### src/sms_cfg.svh
/*
 * Shared constants of the console host control.
 * Enable phases assume one clk_sys period per counter step.
 * Backup transfers are whole images of SMS_BK_SECTORS sectors.
 */
`ifndef SMS_CFG_SVH
`define SMS_CFG_SVH

// Clock enable pattern
`define SMS_CE_PERIOD   30
`define SMS_CE_CNT_W    5
`define SMS_PH_VDP_A    4       // VDP only
`define SMS_PH_PIX_A    9       // CPU, VDP, pixel
`define SMS_PH_VDP_B    14      // VDP only
`define SMS_PH_PIX_B    19      // VDP, pixel
`define SMS_PH_CPU_B    24      // CPU, VDP
`define SMS_PH_LAST     29      // VDP, pixel, wrap

// Address and index widths
`define SMS_ROM_AW      22
`define SMS_IO_AW       25
`define SMS_IDX_W       8

// Backup RAM
`define SMS_BK_SECTORS  64
`define SMS_BK_LBA_W    6

// Download indices
`define SMS_CODE_INDEX  8'hFF
`define SMS_GG_INDEX    5'd2
`define SMS_CODE_LAST   4'hF    // Offset of the final cheat byte

`endif
### src/sms_pkg.sv
/*
 * Types shared by the host control blocks.
 * Field widths follow sms_cfg.svh.
 */
`include "sms_cfg.svh"

package sms_pkg;

	// Clock enables, one bit each
	typedef struct packed {
		logic cpu;
		logic vdp;
		logic pix;
		logic snd;
	} clk_en_t;

	// One host download beat
	typedef struct packed {
		logic                     wr;     // Beat valid
		logic [`SMS_IO_AW-1:0]    addr;
		logic [7:0]               data;
		logic [`SMS_IDX_W-1:0]    index;  // Image type
	} host_byte_t;

	// ROM write request, new request on each req toggle
	typedef struct packed {
		logic                     req;
		logic [`SMS_ROM_AW-1:0]   addr;
		logic [7:0]               data;
	} rom_wr_t;

	// Cheat record, all fields little endian
	typedef struct packed {
		logic [31:0] flags;
		logic [31:0] addr;
		logic [31:0] compare;
		logic [31:0] replace;
	} cheat_code_t;

	typedef struct packed {
		logic                     rd;
		logic                     wr;
		logic [`SMS_BK_LBA_W-1:0] lba;
	} sd_req_t;

	typedef enum logic [1:0] {
		BK_IDLE = 2'd0,
		BK_LOAD = 2'd1,
		BK_SAVE = 2'd2
	} bk_state_e;

endpackage

### src/sms_host_top.sv
/*
 * Host side control of the console core.
 * Index SMS_CODE_INDEX selects a cheat download, any other a cartridge.
 * sys_reset is combinational and holds the core during downloads and loads.
 */
`timescale 1ns/1ps
`include "sms_cfg.svh"

module sms_host_top import sms_pkg::*; (
	input  logic                   clk_sys,
	input  logic                   reset,
	input  host_byte_t             host,
	input  logic                   download,
	output logic                   io_wait,
	output rom_wr_t                rom_wr,
	input  logic                   rom_ack,
	input  logic [`SMS_ROM_AW-1:0] rom_raddr,
	output logic [`SMS_ROM_AW-1:0] rom_raddr_out,
	output logic [`SMS_ROM_AW-1:0] cart_mask,
	output logic                   gg,
	output cheat_code_t            cheat,
	output logic                   cheat_valid,
	input  logic                   img_mounted,
	input  logic                   img_readonly,
	input  logic                   img_nonzero,
	input  logic                   bk_load_level,
	input  logic                   bk_save_level,
	input  logic                   autosave,
	input  logic                   osd_open,
	input  logic                   nvram_we,
	output sd_req_t                sd_req,
	input  logic                   sd_ack,
	output logic                   bk_busy,
	output logic                   bk_loading,
	output logic                   bk_pending,
	output clk_en_t                ce,
	output logic                   sys_reset
);

	logic code_index;
	logic code_dl, cart_dl;

	assign code_index = (host.index == `SMS_CODE_INDEX);
	assign code_dl    = download & code_index;
	assign cart_dl    = download & ~code_index;

	assign sys_reset = reset | cart_dl | bk_loading;   // Core held while image changes

	sms_clk_enables u_ce (
		.clk_sys (clk_sys),
		.reset   (reset),
		.ce      (ce)
	);

	sms_cart_loader u_cart (
		.clk_sys       (clk_sys),
		.reset         (reset),
		.host          (host),
		.cart_dl       (cart_dl),
		.io_wait       (io_wait),
		.rom_wr        (rom_wr),
		.rom_ack       (rom_ack),
		.rom_raddr     (rom_raddr),
		.rom_raddr_out (rom_raddr_out),
		.cart_mask     (cart_mask),
		.gg            (gg)
	);

	sms_cheat_loader u_cheat (
		.clk_sys     (clk_sys),
		.reset       (reset),
		.host        (host),
		.code_dl     (code_dl),
		.cheat       (cheat),
		.cheat_valid (cheat_valid)
	);

	sms_backup_seq u_bk (
		.clk_sys       (clk_sys),
		.reset         (reset),
		.cart_dl       (cart_dl),
		.img_mounted   (img_mounted),
		.img_readonly  (img_readonly),
		.img_nonzero   (img_nonzero),
		.bk_load_level (bk_load_level),
		.bk_save_level (bk_save_level),
		.autosave      (autosave),
		.osd_open      (osd_open),
		.nvram_we      (nvram_we),
		.sd_req        (sd_req),
		.sd_ack        (sd_ack),
		.bk_busy       (bk_busy),
		.bk_loading    (bk_loading),
		.bk_pending    (bk_pending)
	);

endmodule

### src/sms_backup_seq.sv
/*
 * Backup RAM load/save sequencer, SMS_BK_SECTORS sectors per transfer.
 * Triggers are ignored unless a writable image was mounted during download.
 * A trigger arriving while busy is dropped.
 * sd_ack must rise and fall once per sector.
 */
`timescale 1ns/1ps
`include "sms_cfg.svh"

module sms_backup_seq import sms_pkg::*; (
	input  logic    clk_sys,
	input  logic    reset,
	input  logic    cart_dl,
	input  logic    img_mounted,
	input  logic    img_readonly,
	input  logic    img_nonzero,
	input  logic    bk_load_level,
	input  logic    bk_save_level,
	input  logic    autosave,
	input  logic    osd_open,
	input  logic    nvram_we,
	output sd_req_t sd_req,
	input  logic    sd_ack,
	output logic    bk_busy,
	output logic    bk_loading,
	output logic    bk_pending
);

	localparam int LAST_LBA = `SMS_BK_SECTORS - 1;

	bk_state_e state;
	logic      old_dl, old_load, old_save, old_ack;
	logic      bk_ena;
	logic      save_req;
	logic      load_rise, save_rise, auto_load;
	logic      ack_rise, ack_fall;

	assign save_req  = bk_save_level | (bk_pending & osd_open & autosave);
	assign load_rise = bk_ena & bk_load_level & ~old_load;
	assign save_rise = bk_ena & save_req & ~old_save;
	assign auto_load = old_dl & ~cart_dl & img_nonzero & bk_ena;  // Download just ended
	assign ack_rise  = sd_ack & ~old_ack;
	assign ack_fall  = ~sd_ack & old_ack;

	assign bk_busy    = (state != BK_IDLE);
	assign bk_loading = (state == BK_LOAD);

	// ========================================================================
	// Enable and pending flags
	// ========================================================================
	always_ff @(posedge clk_sys) begin
		if (reset) begin
			old_dl     <= 1'b0;
			old_load   <= 1'b0;
			old_save   <= 1'b0;
			old_ack    <= 1'b0;
			bk_ena     <= 1'b0;
			bk_pending <= 1'b0;
		end else begin
			old_dl   <= cart_dl;
			old_load <= bk_load_level & bk_ena;
			old_save <= save_req & bk_ena;
			old_ack  <= sd_ack;

			if (cart_dl & ~old_dl) bk_ena <= 1'b0;
			// Save file is mounted by the end of the download
			if (cart_dl && img_mounted && !img_readonly) bk_ena <= 1'b1;

			if (bk_ena && !osd_open && nvram_we)
				bk_pending <= 1'b1;
			else if (bk_busy)
				bk_pending <= 1'b0;
		end
	end

	// ========================================================================
	// Sector sequencer
	// ========================================================================
	always_ff @(posedge clk_sys) begin
		if (reset) begin
			state  <= BK_IDLE;
			sd_req <= '0;
		end else begin
			if (ack_rise) begin
				sd_req.rd <= 1'b0;   // Request taken
				sd_req.wr <= 1'b0;
			end

			case (state)
				BK_IDLE: begin
					if (load_rise | auto_load) begin
						state      <= BK_LOAD;
						sd_req.lba <= '0;
						sd_req.rd  <= 1'b1;
						sd_req.wr  <= 1'b0;
					end else if (save_rise) begin
						state      <= BK_SAVE;
						sd_req.lba <= '0;
						sd_req.rd  <= 1'b0;
						sd_req.wr  <= 1'b1;
					end
				end
				BK_LOAD, BK_SAVE: begin
					if (ack_fall) begin
						if (sd_req.lba == LAST_LBA[`SMS_BK_LBA_W-1:0]) begin
							state <= BK_IDLE;
						end else begin
							sd_req.lba <= sd_req.lba + 1'b1;
							sd_req.rd  <= (state == BK_LOAD);
							sd_req.wr  <= (state == BK_SAVE);
						end
					end
				end
				default: state <= BK_IDLE;
			endcase
		end
	end

endmodule

### src/sms_cheat_loader.sv
/*
 * Builds one cheat record from sixteen code download bytes.
 * Low four address bits select field and byte, lowest byte first.
 * cheat is only meaningful while cheat_valid pulses.
 */
`timescale 1ns/1ps
`include "sms_cfg.svh"

module sms_cheat_loader import sms_pkg::*; (
	input  logic        clk_sys,
	input  logic        reset,
	input  host_byte_t  host,
	input  logic        code_dl,
	output cheat_code_t cheat,
	output logic        cheat_valid
);

	logic       code_wr;
	logic [3:0] offs;
	logic [4:0] bpos;   // Bit position of the byte in its field

	assign code_wr = code_dl & host.wr;
	assign offs    = host.addr[3:0];
	assign bpos    = {offs[1:0], 3'b000};

	always_ff @(posedge clk_sys) begin
		if (code_wr) begin
			case (offs[3:2])
				2'd0: cheat.flags[bpos +: 8]   <= host.data;
				2'd1: cheat.addr[bpos +: 8]    <= host.data;
				2'd2: cheat.compare[bpos +: 8] <= host.data;
				2'd3: cheat.replace[bpos +: 8] <= host.data;
				default: ;
			endcase
		end
	end

	// Record complete after the last byte
	always_ff @(posedge clk_sys) begin
		if (reset)
			cheat_valid <= 1'b0;
		else
			cheat_valid <= code_wr && (offs == `SMS_CODE_LAST);
	end

endmodule

### src/sms_cart_loader.sv
/*
 * Cartridge download into external ROM through a toggle request/ack pair.
 * The host must hold off further writes while io_wait is high.
 * Write address restarts at 0 on each new download.
 * cart_mask assumes the image is written in ascending address order.
 */
`timescale 1ns/1ps
`include "sms_cfg.svh"

module sms_cart_loader import sms_pkg::*; (
	input  logic                   clk_sys,
	input  logic                   reset,
	input  host_byte_t             host,
	input  logic                   cart_dl,
	output logic                   io_wait,
	output rom_wr_t                rom_wr,
	input  logic                   rom_ack,
	input  logic [`SMS_ROM_AW-1:0] rom_raddr,
	output logic [`SMS_ROM_AW-1:0] rom_raddr_out,
	output logic [`SMS_ROM_AW-1:0] cart_mask,
	output logic                   gg
);

	logic old_dl;
	logic cart_wr;
	logic [`SMS_ROM_AW-1:0] wr_addr;

	assign cart_wr = host.wr & cart_dl;

	// ========================================================================
	// Write handshake
	// ========================================================================
	always_ff @(posedge clk_sys) begin
		if (reset) begin
			old_dl     <= 1'b0;
			io_wait    <= 1'b0;
			rom_wr.req <= 1'b0;
			wr_addr    <= '0;
		end else begin
			old_dl <= cart_dl;

			if (cart_wr) begin
				io_wait    <= 1'b1;
				rom_wr.req <= ~rom_wr.req;  // New request
			end else if (io_wait && (rom_wr.req == rom_ack)) begin
				io_wait <= 1'b0;
				wr_addr <= wr_addr + 1'b1;
			end

			if (cart_dl & ~old_dl)
				wr_addr <= '0;   // Start of image
		end
	end

	always_ff @(posedge clk_sys)
		if (cart_wr) rom_wr.data <= host.data;

	assign rom_wr.addr = wr_addr;

	// ========================================================================
	// Image size mask and Game Gear flag
	// ========================================================================
	always_ff @(posedge clk_sys) begin
		if (reset) begin
			cart_mask <= '0;
			gg        <= 1'b0;
		end else if (cart_wr) begin
			if (host.addr[`SMS_ROM_AW-1:0] == '0)
				cart_mask <= '0;
			else
				cart_mask <= cart_mask | host.addr[`SMS_ROM_AW-1:0];
			gg <= (host.index[4:0] == `SMS_GG_INDEX);
		end
	end

	// CPU reads wrap within the image
	assign rom_raddr_out = rom_raddr & cart_mask;

endmodule

### src/sms_clk_enables.sv
/*
 * Clock enables for CPU, VDP, pixel and sound from one modulo-30 counter.
 * All enables are registered and low while reset is high.
 * CPU enable always coincides with a VDP enable.
 */
`timescale 1ns/1ps
`include "sms_cfg.svh"

module sms_clk_enables import sms_pkg::*; (
	input  logic    clk_sys,
	input  logic    reset,
	output clk_en_t ce
);

	logic [`SMS_CE_CNT_W-1:0] cnt;

	always_ff @(posedge clk_sys) begin
		if (reset) begin
			cnt <= '0;
			ce  <= '0;
		end else begin
			ce.snd <= cnt[0];   // Every other cycle
			ce.cpu <= 1'b0;
			ce.vdp <= 1'b0;
			ce.pix <= 1'b0;

			if (cnt == `SMS_CE_CNT_W'(`SMS_CE_PERIOD - 1))
				cnt <= '0;
			else
				cnt <= cnt + 1'b1;

			// Decoded phases, VDP every 5, pixel every 10, CPU every 15
			case (cnt)
				`SMS_PH_VDP_A: ce.vdp <= 1'b1;
				`SMS_PH_PIX_A: begin
					ce.cpu <= 1'b1;
					ce.vdp <= 1'b1;
					ce.pix <= 1'b1;
				end
				`SMS_PH_VDP_B: ce.vdp <= 1'b1;
				`SMS_PH_PIX_B: begin
					ce.vdp <= 1'b1;
					ce.pix <= 1'b1;
				end
				`SMS_PH_CPU_B: begin
					ce.cpu <= 1'b1;   // Late CPU phase, keeps HCounter timing
					ce.vdp <= 1'b1;
				end
				`SMS_PH_LAST: begin
					ce.vdp <= 1'b1;
					ce.pix <= 1'b1;
				end
				default: ;
			endcase
		end
	end

endmodule

### config.mk
export PLATFORM = sky130hd
export DESIGN_NAME = sms_host_top
export DESIGN_NICKNAME = d
export VERILOG_FILES = /design/src/sms_pkg.sv /design/src/sms_host_top.sv /design/src/sms_backup_seq.sv /design/src/sms_cheat_loader.sv /design/src/sms_cart_loader.sv /design/src/sms_clk_enables.sv
export VERILOG_INCLUDE_DIRS = /design/src
export SDC_FILE = /design/constraint.sdc
export NUM_CORES = 1
export LEC_CHECK = 0
export ABC_AREA = 1
export BUFFER_PORTS_ARGS = -buffer_cell sky130_fd_sc_hd__buf_2
export CAP_MARGIN = 20
export CORE_UTILIZATION = 25
export CTS_CLUSTER_DIAMETER = 50
export CTS_CLUSTER_SIZE = 25
export DETAILED_ROUTE_END_ITERATION = 10
export GPL_TIMING_DRIVEN = 0
export SLEW_MARGIN = 20
export SYNTH_ARGS = -nofsm -noshare
export SYNTH_HDL_FRONTEND = slang
export SYNTH_SLANG_ARGS = --single-unit
### constraint.sdc
create_clock -name clk_sys -period 3.4 [get_ports clk_sys]
set_input_delay 0 -clock clk_sys [delete_from_list [all_inputs] [get_ports clk_sys]]
set_output_delay 0 -clock clk_sys [all_outputs]
set_load 0.005 [all_outputs]
==> results.tsv <==
stage	metric	value	unit
global_route	global route overflow	0	
clock_network	Num CTS Buffers	24	
floorplan	die area	34080	um2
finish	multi-input logic area	2270	um2
global_route	number of global-route vias before repair	6387	
min_path	Hold EP	u_bk.bk_ena	
synthesis	top post-synthesis cells by area	edfxtp_1 (49%), dfxtp_1 (18%), nand2_1 (7.8%), inv_1 (4.9%), nor2_1 (4.2%)	
route	Iteration-0 DRC Markers	289	
pwr	PwrDens	528.4	nW/um2
route	DR vias	6850	
synthesis	Post-synth top cells	nand2_1 (174), edfxtp_1 (136), inv_1 (108)	
clock_network	Clock transition at path regs	70	ps
min_path	min-delay worst type	input pin to flip-flop	
synthesis	flops & latches, synth	209	
sta	Slew @ Worst Pin	933.3	ps
synthesis	count leader, synth	nand2_1	
floorplan	Core Region	32700	um2
sta	clock skew	10.17	ps
synthesis	EDFF count, synth	136	
outcome	status	completed	
global_route	Total Routing Usage GR	0.1356	
finish	ANT cells	0	
worst_setup_path	CP endpoint kind	flip-flop	
floorplan	Starting Density	0.2549	
placement	Final GP Congestion	0.8654	
worst_setup_path	path depth of the worst reg2reg path	8	
finish	Final Cell Area	11690	um2
global_route	initial antenna violation count	0	
finish	FILL cells	3316	
clock_network	hold_buf cts	44	
global_route	largest net degree at the start of global routing	19	
clock_network	postcts setup bufs	0	
sta	setup TNS	0	ps
pwr	leakage	4.632	nW
clock_network	cts repair resizes	0	
min_path	hold path startpoint	download	
finish	final core utilization	0.3574	
sta	minimum clock period	3067	ps
placement	Post-DP HPWL	18460	um
pwr	peak supply drop	0.3116	mV
synthesis	synth warn	0	
clock_network	clk buf depth	3	
worst_setup_path	WS Path Type	input pin to flip-flop	
worst_setup_path	Crit path arrival time	3290	ps
route	drt first pass iters	5	
sta	RSZ-0062 raised after global routing	false	
sta	final hold vios	0	
synthesis	Synth cell types	40	
synthesis	syn nets	894	
sta	slew margin rel.	0.3755	
worst_setup_path	WP data required	3620	ps
route	Vias/cell	4.210	
synthesis	syn_area_per_cell	10.39	um2
finish	P&R area growth vs syn	40.21	%
floorplan	IO Pins	299	
clock_network	H-tree depth	1	
min_path	Hold Crit Depth	4	
floorplan	Die X	184.6	um
finish	share of layout cells above drive strength 1	0.3122	
route	total wire length	24270	um
sta	Final Cycle Share	0.9021	
placement	Cell Area, Placed	10360	um2
route	drt wl/cell	14.92	um
clock_network	Sink Count	209	
worst_setup_path	peak fanout along the critical path	10	
synthesis	Mapped Area	8335	um2
route	DRC errors left	0	
floorplan	Site Rows	66	
worst_setup_path	worst reg2reg startpoint	u_cart.wr_addr[0]	
global_route	first-pass GRT wire length	35070	um
worst_setup_path	Crit Reg-Reg Endpoint	u_cart.wr_addr[16]	
placement	port bufs	295	
worst_setup_path	CP startpoint kind	input pin	
synthesis	top cell type's share of synthesized area	0.4899	
floorplan	Die Ht	184.6	um
clock_network	root buffer cell	clkbuf_16	
synthesis	dominant synthesized flop cell	edfxtp_1	
clock_network	Clock Latency Late Sink	520	ps
sta	count of pins over their slew limit	0	
sta	f_max	0.3260	GHz
worst_setup_path	flop2flop setup slack	1650	ps
flow_run	MaxCap Viol Count	0	
finish	final net count	1259	
synthesis	cells after synthesis	802	
finish	flip-flop and latch area	5545	um2
clock_network	CTS tree	built	
synthesis	share of async-settable or async-resettable flops after synthesis	0	
sta	final setup fails	0	
synthesis	Seq/Total Area, Yosys	0.6653	
synthesis	leading area contributor after synthesis	edfxtp_1	
route	Routed Antenna Nets	0	
==> metrics by stage <==
step | std cells | power (mW) | worst slack (ps) | hold slack [ps]
after floorplan | 802 | 3.182 | 1669 | 79.31
after global placement | 1539 | 3.402 | 519.8 | 227.0
after detailed placement | 1539 | 3.411 | 458.2 | 231.0
after CTS | 1627 | 6.260 | 424.5 | 32.33
after global routing | 1627 | 6.430 | 237.5 | 105.6
final | 1627 | 6.176 | 332.7 | 63.59
==> cells in the final DEF (no fill, tap or decap), drive strengths merged, types with 3 or more instances in the layout <==
master	n
nor2	98
dlygate4sd3	44
xor2	12
inv	125
ha	15
xnor2	4
nand2	177
nor4	3
nand3b	7
edfxtp	136
o21ai	12
a21oi	53
clkbuf	35
nand3	28
dfxtp	73
clkinv	4
nand4	7
nor3	32
buf	306
==> worst max-delay path, cell delays in order <==
cell and delay [ps]:
dlygate4sd3_1 560, buf_2 160, clkbuf_1 370, clkbuf_1 420
inv_1 130, ha_1 250, inv_1 240, nand2_1 250
clkbuf_1 290, nor3_1 620
==> cell type report <==
type | count | share of cell area
sequential | 209 | 0.4745
multi-input combinational | 460 | 0.1942
timing repair buffer | 339 | 0.1640
clock buffer | 28 | 0.05449
tap | 442 | 0.04732
inverter | 115 | 0.03715
clock inverter | 16 | 0.02098
buffer | 18 | 0.007387
==> power by group <==
part           internal, mW  leakage [nW]  switching (mW)
Sequential             2.75          1.59          0.0464
Clock                  1.59         0.429            1.19
Combinational         0.234          2.62           0.359
==> sequential cells by signal, indices dropped and copies added, names as in the netlist, 2 cells and up <==
signal,count
u_ce.ce,4
u_bk.state,2
u_ce.cnt,5
u_cart.cart_mask,22
u_cart.rom_wr,9
u_bk.sd_req,8
u_cheat.cheat,128
u_cart.wr_addr,22
==> layer usage <==
| metal | share of wire | routed length, um | track usage | up-vias |
|---|---|---|---|---|
| met5 | 0 | 0 | 0 | - |
| li1 | - | - | - | 3370 |
| met4 | 0.025 | 618 | 0.04267 | 0 |
| met2 | 0.48 | 11600 | 0.2388 | 305 |
| met1 | 0.43 | 10440 | 0.1679 | 3131 |
| met3 | 0.067 | 1614 | 0.02253 | 44 |
==> how the worst max path moves through the flow <==
stage                     startpoint                  to  cells after the start
after floorplan             host[16]  u_cheat.cheat[117]                      7
after global placement      host[16]   u_cheat.cheat[21]                      9
after detailed placement    host[16]   u_cheat.cheat[21]                      9
after CTS                   host[16]   u_cheat.cheat[85]                     10
after global routing        host[16]  u_cheat.cheat[117]                     10
final                       host[16]   u_cheat.cheat[53]                     10
==> cell families (layout without fill, tap and decap cells) <==
kind of cell,count (synthesis),after routing,share of synthesized area
xor+xnor,16,16,0.01681
buf+inv,133,516,0.06244
fa+ha+maj,15,15,0.02252
flops,209,209,0.6653
compound gates,72,72,0.04608
simple gates,357,357,0.1869
Power figures use the tool's default switching activity.
